**src/verilog/tag_dir_settings.svh**
```systemverilog
// ****************************************
// tag directory settings
// geometry of the set-associative tag store
// ****************************************

`ifndef TAG_DIR_SETTINGS_SVH
`define TAG_DIR_SETTINGS_SVH

// number of sets, power of two
`define TD_SETS 4

// ways per set, power of two
`define TD_WAYS 4

// width of a stored tag in bits
`define TD_TAG_W 8

`endif

```
**src/verilog/tag_dir_pkg.sv**
```systemverilog
// ****************************************
// tag directory types
// vector types shared by the directory blocks
// ****************************************

`include "tag_dir_settings.svh"

package tag_dir_pkg;

    // one stored tag
    typedef logic [`TD_TAG_W-1:0] tag_t;

    // index of a set
    typedef logic [$clog2(`TD_SETS)-1:0] set_idx_t;

    // index of a way inside a set
    typedef logic [$clog2(`TD_WAYS)-1:0] way_idx_t;

    // one bit per way
    typedef logic [`TD_WAYS-1:0] way_vec_t;

    // request address, set index in the low bits, tag above
    typedef logic [`TD_TAG_W+$clog2(`TD_SETS)-1:0] addr_t;

endpackage

```
**src/verilog/set_if.sv**
```systemverilog
// ****************************************
// set bus
// joins decoder, one set and the merger
// ****************************************

`timescale 1ns/1ps

interface set_if;
    import tag_dir_pkg::*;

    // request side, driven by the decoder
    logic     req;
    tag_t     tag;
    logic     flush;

    // result side, combinational from the set
    // only meaningful while req is high
    logic     hit;
    way_idx_t way;
    logic     evict_valid;
    tag_t     evict_tag;

    modport decode (
        output req, tag, flush
    );

    modport set (
        input  req, tag, flush,
        output hit, way, evict_valid, evict_tag
    );

    modport merge (
        input hit, way, evict_valid, evict_tag
    );

endinterface

```
**src/verilog/plru_tree.sv**
```systemverilog
// ****************************************
// pseudo-LRU tree
// tracks use order and names a one-hot victim
// ****************************************

`timescale 1ns/1ps

`include "tag_dir_settings.svh"

module plru_tree #(
    parameter int unsigned ENTRIES = `TD_WAYS
) (
    input  logic                  clk_i,
    input  logic                  rst_ni,
    input  logic                  clear,
    input  tag_dir_pkg::way_vec_t used,
    output tag_dir_pkg::way_vec_t plru
);

    localparam int unsigned LogEntries = $clog2(ENTRIES);

    // heap layout: node 0 is the root, children of k are 2k+1 and 2k+2
    // 0 points to the lower half, 1 to the upper half
    logic [ENTRIES-2:0] tree_q;
    logic [ENTRIES-2:0] tree_d;

    // node that entry e passes through at level lvl
    function automatic int unsigned node_idx(int unsigned e, int unsigned lvl);
        return ((1 << lvl) - 1) + (e >> (LogEntries - lvl));
    endfunction

    // branch taken by entry e below level lvl, msb first
    function automatic logic path_bit(int unsigned e, int unsigned lvl);
        return ((e >> (LogEntries - lvl - 1)) & 1) != 0;
    endfunction

    // entry e is the victim when every node on its path points at it
    function automatic logic is_victim(logic [ENTRIES-2:0] t, int unsigned e);
        logic match;
        match = 1'b1;
        for (int unsigned lvl = 0; lvl < LogEntries; lvl++) begin
            match &= (t[node_idx(e, lvl)] == path_bit(e, lvl));
        end
        return match;
    endfunction

    always_comb begin : tree_update
        tree_d = tree_q;
        // used is one-hot, turn its path away from it
        for (int unsigned e = 0; e < ENTRIES; e++) begin
            if (used[e]) begin
                for (int unsigned lvl = 0; lvl < LogEntries; lvl++) begin
                    tree_d[node_idx(e, lvl)] = ~path_bit(e, lvl);
                end
            end
        end
        // clear wins over any use
        if (clear) begin
            tree_d = '0;
        end
    end

    // victim comes from the registered tree only
    always_comb begin : victim_decode
        plru = '0;
        for (int unsigned e = 0; e < ENTRIES; e++) begin
            plru[e] = is_victim(tree_q, e);
        end
    end

    always_ff @(posedge clk_i or negedge rst_ni) begin
        if (!rst_ni) begin
            tree_q <= '0;
        end else begin
            tree_q <= tree_d;
        end
    end

    // entry count must be a power of two that fits the way mask
    if (ENTRIES < 2 || ENTRIES != (1 << LogEntries) ||
        ENTRIES > $bits(tag_dir_pkg::way_vec_t)) begin : g_bad_entries
        $error("plru_tree: ENTRIES must be a power of two between 2 and the way count");
    end

endmodule

```
**src/verilog/req_decode.sv**
```systemverilog
// ****************************************
// request decoder
// splits the address and strobes one set
// ****************************************

`timescale 1ns/1ps

`include "tag_dir_settings.svh"

module req_decode (
    input  logic               req_i,
    input  tag_dir_pkg::addr_t addr_i,
    input  logic               flush_i,
    set_if.decode              sets [`TD_SETS]
);
    import tag_dir_pkg::*;

    set_idx_t set_idx;
    tag_t     tag;
    logic     accept;

    // set index sits in the low address bits
    assign set_idx = addr_i[$bits(set_idx_t)-1:0];

    // tag takes the rest
    assign tag = addr_i[$bits(addr_t)-1:$bits(set_idx_t)];

    // flush blocks the request in the same cycle
    assign accept = req_i && !flush_i;

    for (genvar s = 0; s < `TD_SETS; s++) begin : g_set
        // only the addressed set sees the strobe
        assign sets[s].req = accept && (set_idx == set_idx_t'(s));

        // tag and flush go to every set
        assign sets[s].tag   = tag;
        assign sets[s].flush = flush_i;
    end

endmodule

```
**src/verilog/tag_set.sv**
```systemverilog
// ****************************************
// tag set
// tags, valid bits, hit compare, allocation
// ****************************************

`timescale 1ns/1ps

`include "tag_dir_settings.svh"

module tag_set (
    input logic clk_i,
    input logic rst_ni,
    set_if.set  bus
);
    import tag_dir_pkg::*;

    // stored tags, meaningful only where valid
    tag_t     tags_q [`TD_WAYS];
    way_vec_t valid_q;

    way_vec_t hit_vec;
    way_vec_t victim_vec;
    way_vec_t used_vec;
    logic     hit;
    logic     free_any;
    logic     alloc;
    way_idx_t hit_way;
    way_idx_t free_way;
    way_idx_t plru_way;
    way_idx_t alloc_way;

    // compare against every valid way
    always_comb begin : hit_compare
        for (int w = 0; w < `TD_WAYS; w++) begin
            hit_vec[w] = valid_q[w] && (tags_q[w] == bus.tag);
        end
    end

    assign hit = |hit_vec;

    // descending scan, so the lowest matching way wins
    always_comb begin : way_select
        hit_way  = '0;
        free_way = '0;
        plru_way = '0;
        free_any = 1'b0;
        for (int w = `TD_WAYS - 1; w >= 0; w--) begin
            if (hit_vec[w]) begin
                hit_way = way_idx_t'(w);
            end
            if (!valid_q[w]) begin
                free_way = way_idx_t'(w);
                free_any = 1'b1;
            end
            if (victim_vec[w]) begin
                plru_way = way_idx_t'(w);
            end
        end
    end

    // an empty way beats the tree's victim
    assign alloc_way = free_any ? free_way : plru_way;

    // miss on a request writes the new tag
    assign alloc = bus.req && !hit;

    // results back to the merger
    assign bus.hit         = hit;
    assign bus.way         = hit ? hit_way : alloc_way;
    assign bus.evict_valid = !hit && valid_q[alloc_way];
    assign bus.evict_tag   = tags_q[alloc_way];

    // hit or allocated way becomes most recently used
    assign used_vec = bus.req ? (way_vec_t'(1) << bus.way) : '0;

    plru_tree #(
        .ENTRIES (`TD_WAYS)
    ) i_plru (
        .clk_i  (clk_i),
        .rst_ni (rst_ni),
        .clear  (bus.flush),
        .used   (used_vec),
        .plru   (victim_vec)
    );

    always_ff @(posedge clk_i or negedge rst_ni) begin
        if (!rst_ni) begin
            valid_q <= '0;
        end else if (bus.flush) begin
            valid_q <= '0;
        end else if (alloc) begin
            valid_q[alloc_way] <= 1'b1;
        end
    end

    // tag storage
    always_ff @(posedge clk_i) begin
        if (alloc) begin
            tags_q[alloc_way] <= bus.tag;
        end
    end

endmodule

```
**src/verilog/resp_merge.sv**
```systemverilog
// ****************************************
// response merger
// registers the addressed set's result
// ****************************************

`timescale 1ns/1ps

`include "tag_dir_settings.svh"

module resp_merge (
    input  logic                  clk_i,
    input  logic                  rst_ni,
    input  logic                  req_i,
    input  tag_dir_pkg::addr_t    addr_i,
    input  logic                  flush_i,
    set_if.merge                  sets [`TD_SETS],
    output logic                  resp_valid_o,
    output logic                  hit_o,
    output tag_dir_pkg::way_idx_t way_o,
    output logic                  evict_valid_o,
    output tag_dir_pkg::tag_t     evict_tag_o
);
    import tag_dir_pkg::*;

    // per-set results gathered into plain arrays
    logic [`TD_SETS-1:0] hit_s;
    logic [`TD_SETS-1:0] evict_valid_s;
    way_idx_t            way_s [`TD_SETS];
    tag_t                evict_tag_s [`TD_SETS];

    set_idx_t set_idx;
    logic     accept;

    for (genvar s = 0; s < `TD_SETS; s++) begin : g_set
        assign hit_s[s]         = sets[s].hit;
        assign evict_valid_s[s] = sets[s].evict_valid;
        assign way_s[s]         = sets[s].way;
        assign evict_tag_s[s]   = sets[s].evict_tag;
    end

    // same split as the decoder
    assign set_idx = addr_i[$bits(set_idx_t)-1:0];
    assign accept  = req_i && !flush_i;

    // one register stage, results held between responses
    always_ff @(posedge clk_i or negedge rst_ni) begin
        if (!rst_ni) begin
            resp_valid_o  <= 1'b0;
            hit_o         <= 1'b0;
            way_o         <= '0;
            evict_valid_o <= 1'b0;
            evict_tag_o   <= '0;
        end else begin
            resp_valid_o <= accept;
            if (accept) begin
                hit_o         <= hit_s[set_idx];
                way_o         <= way_s[set_idx];
                evict_valid_o <= evict_valid_s[set_idx];
                evict_tag_o   <= evict_tag_s[set_idx];
            end
        end
    end

endmodule

```
**src/verilog/tag_dir_top.sv**
```systemverilog
// ****************************************
// tag directory top level
// decoder, set array and response merger
// ****************************************

`timescale 1ns/1ps

`include "tag_dir_settings.svh"

module tag_dir_top (
    input  logic                  clk_i,
    input  logic                  rst_ni,
    input  logic                  req_i,
    input  tag_dir_pkg::addr_t    addr_i,
    input  logic                  flush_i,
    output logic                  resp_valid_o,
    output logic                  hit_o,
    output tag_dir_pkg::way_idx_t way_o,
    output logic                  evict_valid_o,
    output tag_dir_pkg::tag_t     evict_tag_o
);

    // one bus per set
    set_if sets [`TD_SETS] ();

    // address split and request strobes
    req_decode i_decode (
        .req_i   (req_i),
        .addr_i  (addr_i),
        .flush_i (flush_i),
        .sets    (sets)
    );

    // identical sets, each with its own tree
    for (genvar s = 0; s < `TD_SETS; s++) begin : g_set
        tag_set i_set (
            .clk_i  (clk_i),
            .rst_ni (rst_ni),
            .bus    (sets[s])
        );
    end

    // select and register the addressed result
    resp_merge i_merge (
        .clk_i         (clk_i),
        .rst_ni        (rst_ni),
        .req_i         (req_i),
        .addr_i        (addr_i),
        .flush_i       (flush_i),
        .sets          (sets),
        .resp_valid_o  (resp_valid_o),
        .hit_o         (hit_o),
        .way_o         (way_o),
        .evict_valid_o (evict_valid_o),
        .evict_tag_o   (evict_tag_o)
    );

endmodule

```
**config.mk**
```make
export PLATFORM = sky130hd
export DESIGN_NAME = tag_dir_top
export DESIGN_NICKNAME = d
export VERILOG_FILES = /design/src/verilog/tag_dir_pkg.sv /design/src/verilog/set_if.sv /design/src/verilog/plru_tree.sv /design/src/verilog/req_decode.sv /design/src/verilog/tag_set.sv /design/src/verilog/resp_merge.sv /design/src/verilog/tag_dir_top.sv
export VERILOG_INCLUDE_DIRS = /design/src /design/src/verilog
export SDC_FILE = /design/constraint.sdc
export NUM_CORES = 1
export LEC_CHECK = 0
export ABC_CLOCK_PERIOD_IN_PS = 2880
export BUFFER_PORTS_ARGS = -buffer_cell sky130_fd_sc_hd__buf_2
export CAP_MARGIN = 10
export CELL_PAD_IN_SITES_DETAIL_PLACEMENT = 2
export CELL_PAD_IN_SITES_GLOBAL_PLACEMENT = 2
export CORE_MARGIN = 2
export CORE_UTILIZATION = 40
export DETAILED_ROUTE_END_ITERATION = 16
export PLACE_DENSITY = 0.82
export SLEW_MARGIN = 10
export SYNTH_ARGS = -nofsm -noshare
export SYNTH_HDL_FRONTEND = slang
export SYNTH_SLANG_ARGS = --single-unit
```
**constraint.sdc**
```tcl
create_clock -name clk_i -period 2.88 [get_ports clk_i]
set_input_delay 0.288 -clock clk_i [delete_from_list [all_inputs] [get_ports clk_i]]
set_output_delay 0.288 -clock clk_i [all_outputs]
set_load 0.02 [all_outputs]
```
==> results of run 1 <==
-- per-stage QoR --
step                total power (uW)  utilization [%]  std cells  setup slack, ps  hold slack, ps
finish                          5710             46.3       1036              159            46.6
global route                    5840             46.3       1036             92.8             111
global placement                3210             43.4       1004              265             463
CTS                             5730             46.3       1036              226            70.7
detailed placement              3240             43.4       1004             8.05             494
floorplan                       3050                -        681              309           -7.59
-- worst paths after layout --
path / start / to / depth (start not counted)
max: g_set[0].i_set.i_plru.tree_q[0]$_DFFE_PN0P_ / g_set[0].i_set.i_plru.tree_q[1]$_DFFE_PN0P_ / 8
min: rst_ni / g_set[1].i_set.valid_q[0]$_DFFE_PN0P_ / 1
max reg2reg: g_set[0].i_set.i_plru.tree_q[0]$_DFFE_PN0P_ / g_set[0].i_set.i_plru.tree_q[1]$_DFFE_PN0P_ / 8
min reg2reg: i_merge.way_o[1]$_DFFE_PN0P_ / i_merge.way_o[1]$_DFFE_PN0P_ / 2
max in group asynchronous: rst_ni / g_set[0].i_set.i_plru.tree_q[0]$_DFFE_PN0P_ / 1
min in group clk_i: flush_i / i_merge.way_o[1]$_DFFE_PN0P_ / 3
-- final cells by class --
class                      instances  area, um^2  area share [%]
clock buffer                      21         460            4.60
clock inverter                    11         169            1.69
inverter                           8        30.0           0.300
multi-input combinational        472        3560            35.6
sequential                       169        4870            48.7
tap                              280         350            3.50
timing repair buffer              75         561            5.60
-- synth_stat cells (all sizes together), types with 8 or more instances --
library cell	count	area, um^2
a211oi	10	75.1
a21oi	14	73.8
buf	21	244
clkbuf	11	51.3
dfrtp	41	1030
edfxtp	128	3840
inv	8	30.0
mux2i	22	220
mux4	23	522
nand2	55	214
nand3	18	95.1
nand4	17	106
nor2	50	190
nor3	33	205
nor4	10	68.8
o21ai	13	72.6
o22ai	15	93.8
xnor2	92	806
xor2	36	315
-- per-layer routing --
metal	routed length, um	track usage, %	share of wire, %
met5	0	0	0
met4	1140	11.4	3.8
met3	1410	4.65	4.7
met2	15400	46.4	51
met1	12200	32.9	40
-- kinds of logic (layout without fill, tap and decap cells) --
group,Yosys count,after routing
multiplexers,45,45
XOR/XNOR,128,128
flip-flops,169,169
AND/OR/NAND/NOR,218,218
buffers and inverters,40,115
AO/OA/AOI/OAI,81,81
-- sequential cells by signal, summed over array words and instances (netlist names) --
| register | flops |
|---|---|
| g_set.i_set.tags_q | 128 |
| g_set.i_set.valid_q | 16 |
| g_set.i_set.i_plru.tree_q | 12 |
| i_merge.evict_tag_o | 8 |
| i_merge.way_o | 2 |
| i_merge.evict_valid_o | 1 |
| i_merge.hit_o | 1 |
| i_merge.resp_valid_o | 1 |
-- power by group --
| part | total, uW | switching (uW) | internal (uW) |
|---|---|---|---|
| clock network | 2500 | 1000 | 1500 |
| registers | 2700 | 33.8 | 2670 |
| logic | 509 | 328 | 181 |
| total | 5710 | 1360 | 4350 |
==> results.py, run 1 <==
metrics = {
    "run_status": {
        "status": "complete, no violations",
    },
    "run": {
        "max-cap-violations": 0,
    },
    "place": {
        "place_area_mm2": 0.00938,
        "gp_congestion": 0.875,
        "dp_hpwl_um": 21100,
        "place.port_buffers": 26,
    },
    "clock_tree": {
        "cts_buffers": 17,
        "hold_buffers": 0,
        "cts_tree": "built",
        "cts_setup_buffers": 0,
        "htreeDepth": 4,
        "clock_latency_ps": 430,
        "path_clk_slew_ps": 70,
        "cts_sinks": 169,
        "ctsLongestPathBuffers": 2,
        "cts_root_buf": "clkbuf_16",
        "post_cts_resized": 0,
    },
    "yosys": {
        "synthMuxAreaShare_pct": 8.47,
        "synthesis.area_mm2": 0.00876,
        "synthCells": 681,
        "synthFlopType": "edfxtp_1",
        "synth-simple-area-share_pct": 13.2,
        "synthAdderAreaFrac_pct": 0,
        "synth-edff-count": 128,
        "synth-seq-cells": 169,
        "syn_nets": 695,
        "synthDistinctLibCells": 61,
        "seq_area_frac_synth_pct": 55.6,
        "synth_top_family_by_area": "simple AND/OR/NAND/NOR gates",
        "ys_warn_count": 0,
        "synthArstFlopShare_pct": 24.3,
        "synth_compound_area_share_pct": 6.23,
        "avgSynthCellArea_um2": 12.9,
        "synth_xor_area_share_pct": 12.8,
    },
    "cells_and_area": {
        "finalNetCount": 757,
        "final_common_cell": "edfxtp_1",
        "syn_to_final_growth_pct": 14.3,
        "diodes": 0,
        "design_area_mm2": 0.0100,
        "layout_common_cells": "edfxtp_1 (128), xnor2_1 (92), nand2_1 (54)",
        "fillers": 2137,
        "drive_gt1_share_pct": 21.4,
    },
    "floorplanning": {
        "io_pins": 27,
        "coreArea_mm2": 0.0216,
        "fp.dieH_um": 152,
        "die_w_um": 152,
        "initial_utilization_pct": 40.5,
        "die_area_mm2": 0.0231,
        "rows": 54,
    },
    "setup_path": {
        "slowest_delay_ps": 630,
        "cp_data_arrival_time_ps": 3010,
        "end_kind": "flip-flop",
        "cp_common_cell": "a21boi_0",
        "crit_required_ps": 3170,
        "critical_path.cell_chain": "mux2i_1 -> a21boi_0 -> o21a_1 -> buf_4 -> o21bai_1 -> a21boi_0 -> or2_2 -> a21oi_1",
        "critPathMaxFanout": 7,
        "critPathLaunchType": "flip-flop",
        "path_delay_family": "compound AO/OA/AOI/OAI gates",
        "r2r_setup_slack_ps": 160,
        "slowest_stage": "a21boi_0",
        "critical_path_buf_inv_count": 1,
        "worstSetupPathType": "flip-flop to flip-flop",
    },
    "sta": {
        "worst_pin_slew_ps": 1050,
        "setup_viol": 0,
        "rsz0062_at_grt": "false",
        "max_slew_margin_pct": 29.8,
        "fin_setup_tns_ps": 0,
        "skew_ps": 13.5,
        "slew_violations": 0,
        "hold_viol_final": 0,
        "fin_crit_sh_pct": 94.5,
        "fmax_mhz": 367,
        "layout_min_cycle_time_ps": 2720,
    },
    "grt": {
        "grt_max_degree": 42,
        "grt_first_pass_wirelength_um": 46300,
        "antenna_found_initial": 0,
        "grt-ovfl-total": 0,
        "grt_usage_pct": 26.7,
        "grt_pass1_vias": 6967,
    },
    "worst_hold_path": {
        "hp-class": "primary input to async pin",
    },
    "pwr": {
        "p_leak_uw": 0.00348,
        "vdd_ir_drop_max_v": 0.000292,
        "power.density_mw_per_mm2": 571,
    },
    "routing": {
        "wl_um": 30200,
        "ant_nets": 0,
        "drcViolationCount": 0,
        "viasPerCell": 6.00,
        "wl_per_cell_um": 29.2,
        "num_vias": 6212,
        "drt_iter0_drc": 457,
        "dr.pass1.iters": 5,
    },
}
(Power assumes the default switching activity.)
==> inputs of run 2 (changes only) <==
--- a/config.mk
+++ b/config.mk
@@ -12,8 +12,9 @@
 export CELL_PAD_IN_SITES_DETAIL_PLACEMENT = 2
 export CELL_PAD_IN_SITES_GLOBAL_PLACEMENT = 2
-export CORE_MARGIN = 2
+export CORE_MARGIN = 5
 export CORE_UTILIZATION = 40
 export DETAILED_ROUTE_END_ITERATION = 16
 export PLACE_DENSITY = 0.82
+export REMOVE_ABC_BUFFERS = 1
 export SLEW_MARGIN = 10
 export SYNTH_ARGS = -nofsm -noshare
==> constraint.sdc (replaced) <==
create_clock -name clk_i -period 2.88 [get_ports clk_i]
set_input_delay 0.288 -clock clk_i [delete_from_list [all_inputs] [get_ports clk_i]]
set_output_delay 0.288 -clock clk_i [all_outputs]
set_load 0.05 [all_outputs]
==> results.py, run 2 (synthesis gave the netlist of run 1 again) <==
metrics = {
    "run_status": {
        "status": "complete, no violations",
    },
    "pwr": {
        "p_comb_share_pct": 9.7,
        "clkPwrFrac_pct": 42.7,
        "fin_total_pwr_uw": 5670,
        "netSwitchingFraction_pct": 25.3,
        "p_sw_uw": 1440,
        "power.density_mw_per_mm2": 567,
        "p_leak_uw": 0.00348,
        "power.internal_uw": 4240,
        "vdd_ir_drop_max_v": 0.000361,
        "p_seq_share_pct": 47.7,
    },
    "cells_and_area": {
        "regMostFlops": "g_set.i_set.tags_q",
        "design_area_mm2": 0.0100,
        "layout_common_cells": "edfxtp_1 (128), xnor2_1 (92), nand2_1 (54)",
        "finalNetCount": 760,
        "syn_to_final_growth_pct": 14.4,
        "multi_input_area_mm2": 0.00357,
        "diodes": 0,
        "fillers": 2141,
        "drive_gt1_share_pct": 21.7,
        "ff_latch_area_mm2": 0.00487,
        "final_common_cell": "edfxtp_1",
        "top_regs": "g_set.i_set.tags_q (128), g_set.i_set.valid_q (16), g_set.i_set.i_plru.tree_q (12)",
        "instances_no_fill": 1039,
        "fin_util_pct": 46.2,
        "largest_reg_flops": 128,
    },
    "setup_path": {
        "critical_path.cell_chain": "mux2i_1 -> a21boi_0 -> o21a_1 -> nand2_1 -> nor2_1",
        "end_kind": "flip-flop",
        "crit_start": "g_set[0].i_set.i_plru.tree_q[0]$_DFFE_PN0P_",
        "critPathMaxFanout": 8,
        "slowest_delay_ps": 720,
        "path_delay_family": "simple AND/OR/NAND/NOR gates",
        "cp_data_arrival_time_ps": 2780,
        "slowest_stage": "nor2_1",
        "crit_required_ps": 2960,
        "critical_path_buf_inv_count": 0,
        "worstSetupPathType": "flip-flop to flip-flop",
        "critPathLaunchType": "flip-flop",
        "r2r-start": "g_set[0].i_set.i_plru.tree_q[0]$_DFFE_PN0P_",
    },
    "worst_hold_path": {
        "hp-class": "primary input to async pin",
    },
    "routing": {
        "wl_per_cell_um": 28.0,
        "drcViolationCount": 0,
        "ant_nets": 0,
        "wl_um": 29100,
        "viasPerCell": 5.84,
        "drt_iter0_drc": 523,
        "num_vias": 6068,
        "dr.pass1.iters": 5,
    },
    "clock_tree": {
        "path_clk_slew_ps": 70,
        "cts_root_buf": "clkbuf_16",
        "cts_buffers": 17,
        "cts_sinks": 169,
        "cts_setup_buffers": 0,
        "clock_latency_ps": 460,
        "ctsLongestPathBuffers": 2,
        "htreeDepth": 4,
        "cts_tree": "built",
        "hold_buffers": 0,
    },
    "sta": {
        "rsz0062_at_grt": "false",
        "worst_pin_slew_ps": 1070,
        "slew_violations": 0,
        "max_slew_margin_pct": 28.9,
        "hold_viol_final": 0,
        "fin_crit_sh_pct": 94.0,
        "skew_ps": 12.9,
        "fmax_mhz": 370,
        "setup_viol": 0,
        "layout_min_cycle_time_ps": 2710,
    },
    "grt": {
        "antenna_found_initial": 0,
        "grt_first_pass_wirelength_um": 44400,
        "grt_max_degree": 42,
        "grt_pass1_vias": 6830,
        "grt-ovfl-total": 0,
        "grt_usage_pct": 24.5,
    },
    "floorplanning": {
        "die_w_um": 158,
        "initial_utilization_pct": 40.4,
        "io_pins": 27,
        "rows": 54,
        "fp.dieH_um": 158,
        "coreArea_mm2": 0.0217,
        "die_area_mm2": 0.0249,
    },
    "place": {
        "dp_cells": 1007,
        "place.port_buffers": 26,
        "place_area_mm2": 0.00941,
        "gp_congestion": 0.898,
        "dp_hpwl_um": 20200,
    },
    "run": {
        "max-cap-violations": 0,
    },
}
## run 2: power by group through the flow
stage | Sequential (uW) | Clock (uW) | Combinational (uW)
floorplan | 2830 | 0 | 204
global placement | 2750 | 0 | 512
detailed placement | 2760 | 0 | 541
CTS | 2700 | 2450 | 552
global route | 2710 | 2550 | 581
finish | 2700 | 2420 | 548
## run 2: stage by stage
stage	setup slack (ps)	hold slack (ps)	setup TNS [ps]
global route	31.4	82.9	0
floorplan	-523	-7.59	-16020
finish	174	24.2	0
detailed placement	6.86	496	0
global placement	124	482	0
CTS	137	47.4	0
## run 2: per-layer routing
| metal | part of all wire [%] | global-route usage, % | vias to the layer above | wire (um) |
|---|---|---|---|---|
| met5 | 0 | 0 | - | 0 |
| met4 | 2.7 | 7.80 | 0 | 774 |
| met3 | 3.9 | 4.78 | 51 | 1150 |
| met2 | 53 | 43.2 | 141 | 15300 |
| met1 | 41 | 30.4 | 3244 | 11900 |
| li1 | - | - | 2632 | - |
## run 2: final cells by class
class | count | share of cell area, %
Sequential cell | 169 | 48.6
Multi-Input combinational cell | 472 | 35.6
Timing Repair Buffer | 78 | 5.95
Clock buffer | 22 | 4.54
Tap cell | 280 | 3.50
Clock inverter | 10 | 1.47
Inverter | 8 | 0.300
## run 2: final timing paths
check	end	slack, ps	cells past startpoint
worst max-delay path	g_set[0].i_set.tags_q[1][6]$_DFFE_PP_	170	5
worst min-delay path	g_set[2].i_set.i_plru.tree_q[1]$_DFFE_PN0P_	20	1
worst max register to register	g_set[0].i_set.tags_q[1][6]$_DFFE_PP_	170	5
worst min register to register	i_merge.way_o[1]$_DFFE_PN0P_	510	2
max in group asynchronous	g_set[0].i_set.i_plru.tree_q[1]$_DFFE_PN0P_	2190	1
min in group clk_i	g_set[2].i_set.tags_q[1][1]$_DFFE_PP_	140	1
## run 2: what timing repair did
| item | CTS | global route |
|---|---|---|
| gates resized for setup | 0 | 1 |
| endpoints found under the hold margin | 0 | 0 |
| setup endpoints to repair | 0 | 1 |
==> inputs of run 3 (changes only) <==
PLACE_DENSITY = 0.83   (was 0.82)
SYNTH_HIERARCHICAL = 1   (was unset)
==> results.py, run 3 <==
metrics = {
    "run_status": {
        "status": "complete, no violations",
    },
    "yosys": {
        "synth_top_family_by_area": "simple AND/OR/NAND/NOR gates",
        "synthArstFlopShare_pct": 24.3,
        "synth_xor_area_share_pct": 11.6,
        "synth-seq-cells": 169,
        "synthFlopType": "edfxtp_1",
        "synth_area_leaders": "edfxtp_1 (40%), dfrtp_1 (11%), xnor2_1 (10%)",
        "synthMuxAreaShare_pct": 7.99,
        "synth-edff-count": 128,
        "avgSynthCellArea_um2": 11.9,
        "synth_compound_area_share_pct": 8.31,
        "synthCells": 813,
        "seq_area_frac_synth_pct": 50.5,
        "synthDistinctLibCells": 67,
        "yosysTopAreaCellShare_pct": 39.8,
        "synth_top_cell_by_area": "edfxtp_1",
        "synthAdderAreaFrac_pct": 0,
        "synth.most_common_cell": "edfxtp_1",
        "synth-simple-area-share_pct": 15.2,
        "synthesis.area_mm2": 0.00965,
        "synth_common_cells": "edfxtp_1 (128), xnor2_1 (110), buf_4 (47), nor3_1 (43), dfrtp_1 (41)",
        "ys_warn_count": 6,
    },
    "place": {
        "place_area_mm2": 0.0103,
        "gp_congestion": 0.842,
        "place.port_buffers": 26,
        "dp_hpwl_um": 23200,
    },
    "grt": {
        "antenna_found_initial": 2,
        "met3_usage_pct": 4.29,
        "use_met1_pct": 29.8,
        "grt-ovfl-total": 0,
        "busiest_layer": "met2",
        "gr-usage-met2_pct": 43.3,
        "grt_first_pass_wirelength_um": 49200,
        "grt_pass1_vias": 7882,
        "grt_usage_pct": 24.5,
        "grt_max_degree": 42,
    },
    "run": {
        "max-cap-violations": 0,
    },
    "routing": {
        "drt_iter0_drc": 505,
        "dr.pass1.iters": 8,
        "viasPerCell": 5.86,
        "drcViolationCount": 0,
        "wl_per_cell_um": 27.4,
        "ant_nets": 0,
        "num_vias": 6985,
        "wl_um": 32700,
    },
    "pwr": {
        "power.density_mw_per_mm2": 506,
        "vdd_ir_drop_max_v": 0.000296,
        "p_leak_uw": 0.00377,
    },
    "floorplanning": {
        "die_w_um": 165,
        "die_area_mm2": 0.0273,
        "initial_utilization_pct": 40.9,
        "rows": 56,
        "fp.dieH_um": 165,
        "coreArea_mm2": 0.0236,
        "io_pins": 27,
    },
    "sta": {
        "setup_viol": 0,
        "slew_violations": 0,
        "hold_viol_final": 0,
        "rsz0062_at_grt": "false",
        "fmax_mhz": 352,
        "fin_setup_tns_ps": 0,
        "layout_min_cycle_time_ps": 2840,
        "skew_ps": 14.0,
        "worst_pin_slew_ps": 1120,
        "max_slew_margin_pct": 25.1,
        "fin_crit_sh_pct": 98.7,
    },
    "cells_and_area": {
        "design_area_mm2": 0.0111,
        "regMostFlops": "g_set.i_set/tags_q",
        "finalNetCount": 874,
        "syn_to_final_growth_pct": 14.8,
        "layout_common_cells": "edfxtp_1 (128), xnor2_1 (110), buf_4 (71)",
        "top_regs": "g_set.i_set/tags_q (128), g_set.i_set/valid_q (16), g_set.i_set/i_plru/tree_q (12)",
        "final_common_cell": "edfxtp_1",
        "largest_reg_flops": 128,
        "diodes": 0,
        "drive_gt1_share_pct": 23.8,
    },
    "setup_path": {
        "crit_required_ps": 3270,
        "end_kind": "flip-flop",
        "worstSetupPathType": "flip-flop to flip-flop",
        "critPathLaunchType": "flip-flop",
        "critPathMaxFanout": 5,
        "cp_data_arrival_time_ps": 3230,
    },
    "clock_tree": {
        "htreeDepth": 4,
        "hold_buffers": 0,
        "clock_latency_ps": 450,
        "cts_buffers": 17,
        "cts_sinks": 169,
        "path_clk_slew_ps": 70,
        "cts_root_buf": "clkbuf_16",
        "ctsLongestPathBuffers": 2,
        "cts_tree": "built",
    },
    "worst_hold_path": {
        "hp-class": "primary input to async pin",
    },
}
## run 3: cell types whose count changed in the layout (fill, tap and decap cells not counted), sizes merged, moves of 11 or more
cell / delta
mux2: +12
mux4: -11
xnor2: +18
nand2: -31
nor2: -19
a211oi: +24
o22ai: -14
buf: +30
xor2: -18
inv: +22
nor2b: +29
a21oi: +24
o32ai: +12
## run 3: worst paths after layout
kind / cells past startpoint / slack, ps / from / to
worst max-delay path: 7 / 40 / g_set[2].i_set/tags_q[3][4]$_DFFE_PP_ / i_merge/evict_valid_o$_DFFE_PN0P_
worst min-delay path: 1 / 30 / rst_ni / g_set[0].i_set/valid_q[3]$_DFFE_PN0P_
worst max register to register: 7 / 40 / g_set[2].i_set/tags_q[3][4]$_DFFE_PP_ / i_merge/evict_valid_o$_DFFE_PN0P_
worst min register to register: 1 / 520 / i_merge/hit_o$_DFFE_PN0P_ / i_merge/hit_o$_DFFE_PN0P_
max in group asynchronous: 1 / 2120 / rst_ni / g_set[3].i_set/i_plru/tree_q[2]$_DFFE_PN0P_
min in group clk_i: 2 / 220 / addr_i[3] / g_set[2].i_set/tags_q[2][1]$_DFFE_PP_
## run 3: final cells by class
class / instances / area, um^2
Multi-Input combinational cell: 543 / 4280
Tap cell: 319 / 399
Sequential cell: 169 / 4870
Clock buffer: 18 / 439
Timing Repair Buffer: 109 / 891
Inverter: 20 / 75.1
Fill cell: 2340 / 12500
Clock inverter: 14 / 126
## run 3: cell families (layout without fill, tap and decap cells)
kind of cell / Yosys count / count (layout)
buffers and inverters: 102 / 161
AO/OA/AOI/OAI: 110 / 111
multiplexers: 56 / 56
AND/OR/NAND/NOR: 248 / 248
flip-flops: 169 / 169
XOR/XNOR: 128 / 128
## run 3: power by group
part / switching, uW / internal, uW
Clock: 1120 / 1170
Sequential: 45.5 / 2660
Combinational: 394 / 225
Total: 1560 / 4050
## run 3: worst max-delay path, cell delays in order, from the launching register on
cell      delay, ps
edfxtp_1        480
xnor2_1         210
nand4_1         130
nor3_1           80
or4_1           690
nor4_1          680
mux4_1          380
mux2_2          140
## run 3: layer usage
layer | vias to the layer above | part of all wire, %
met3 | 70 | 4.5
met4 | 4 | 3.6
met2 | 204 | 51
li1 | 3054 | -
met5 | - | 0.080
met1 | 3653 | 41
## run 3: what timing repair did
item,4_1_cts,5_1_grt
buffers inserted,0,4
gates cloned,0,2
endpoints found under the setup margin,24,9
pin swaps,0,4
resized for setup,6,14
## run 3: through the flow
stage          power [uW]  hold WS [ps]  setup WS, ps  instances  util (%)
2_1_floorplan        3060         -7.59          -780        731         -
3_3_place_gp         3330           491          -104       1154      43.8
3_5_place_dp         3360           510          -149       1154      43.8
4_1_cts              5650          82.7         0.584       1186      46.4
5_1_grt              5800           107          3.35       1192      46.9
6_report             5610          30.4          36.1       1192      46.9
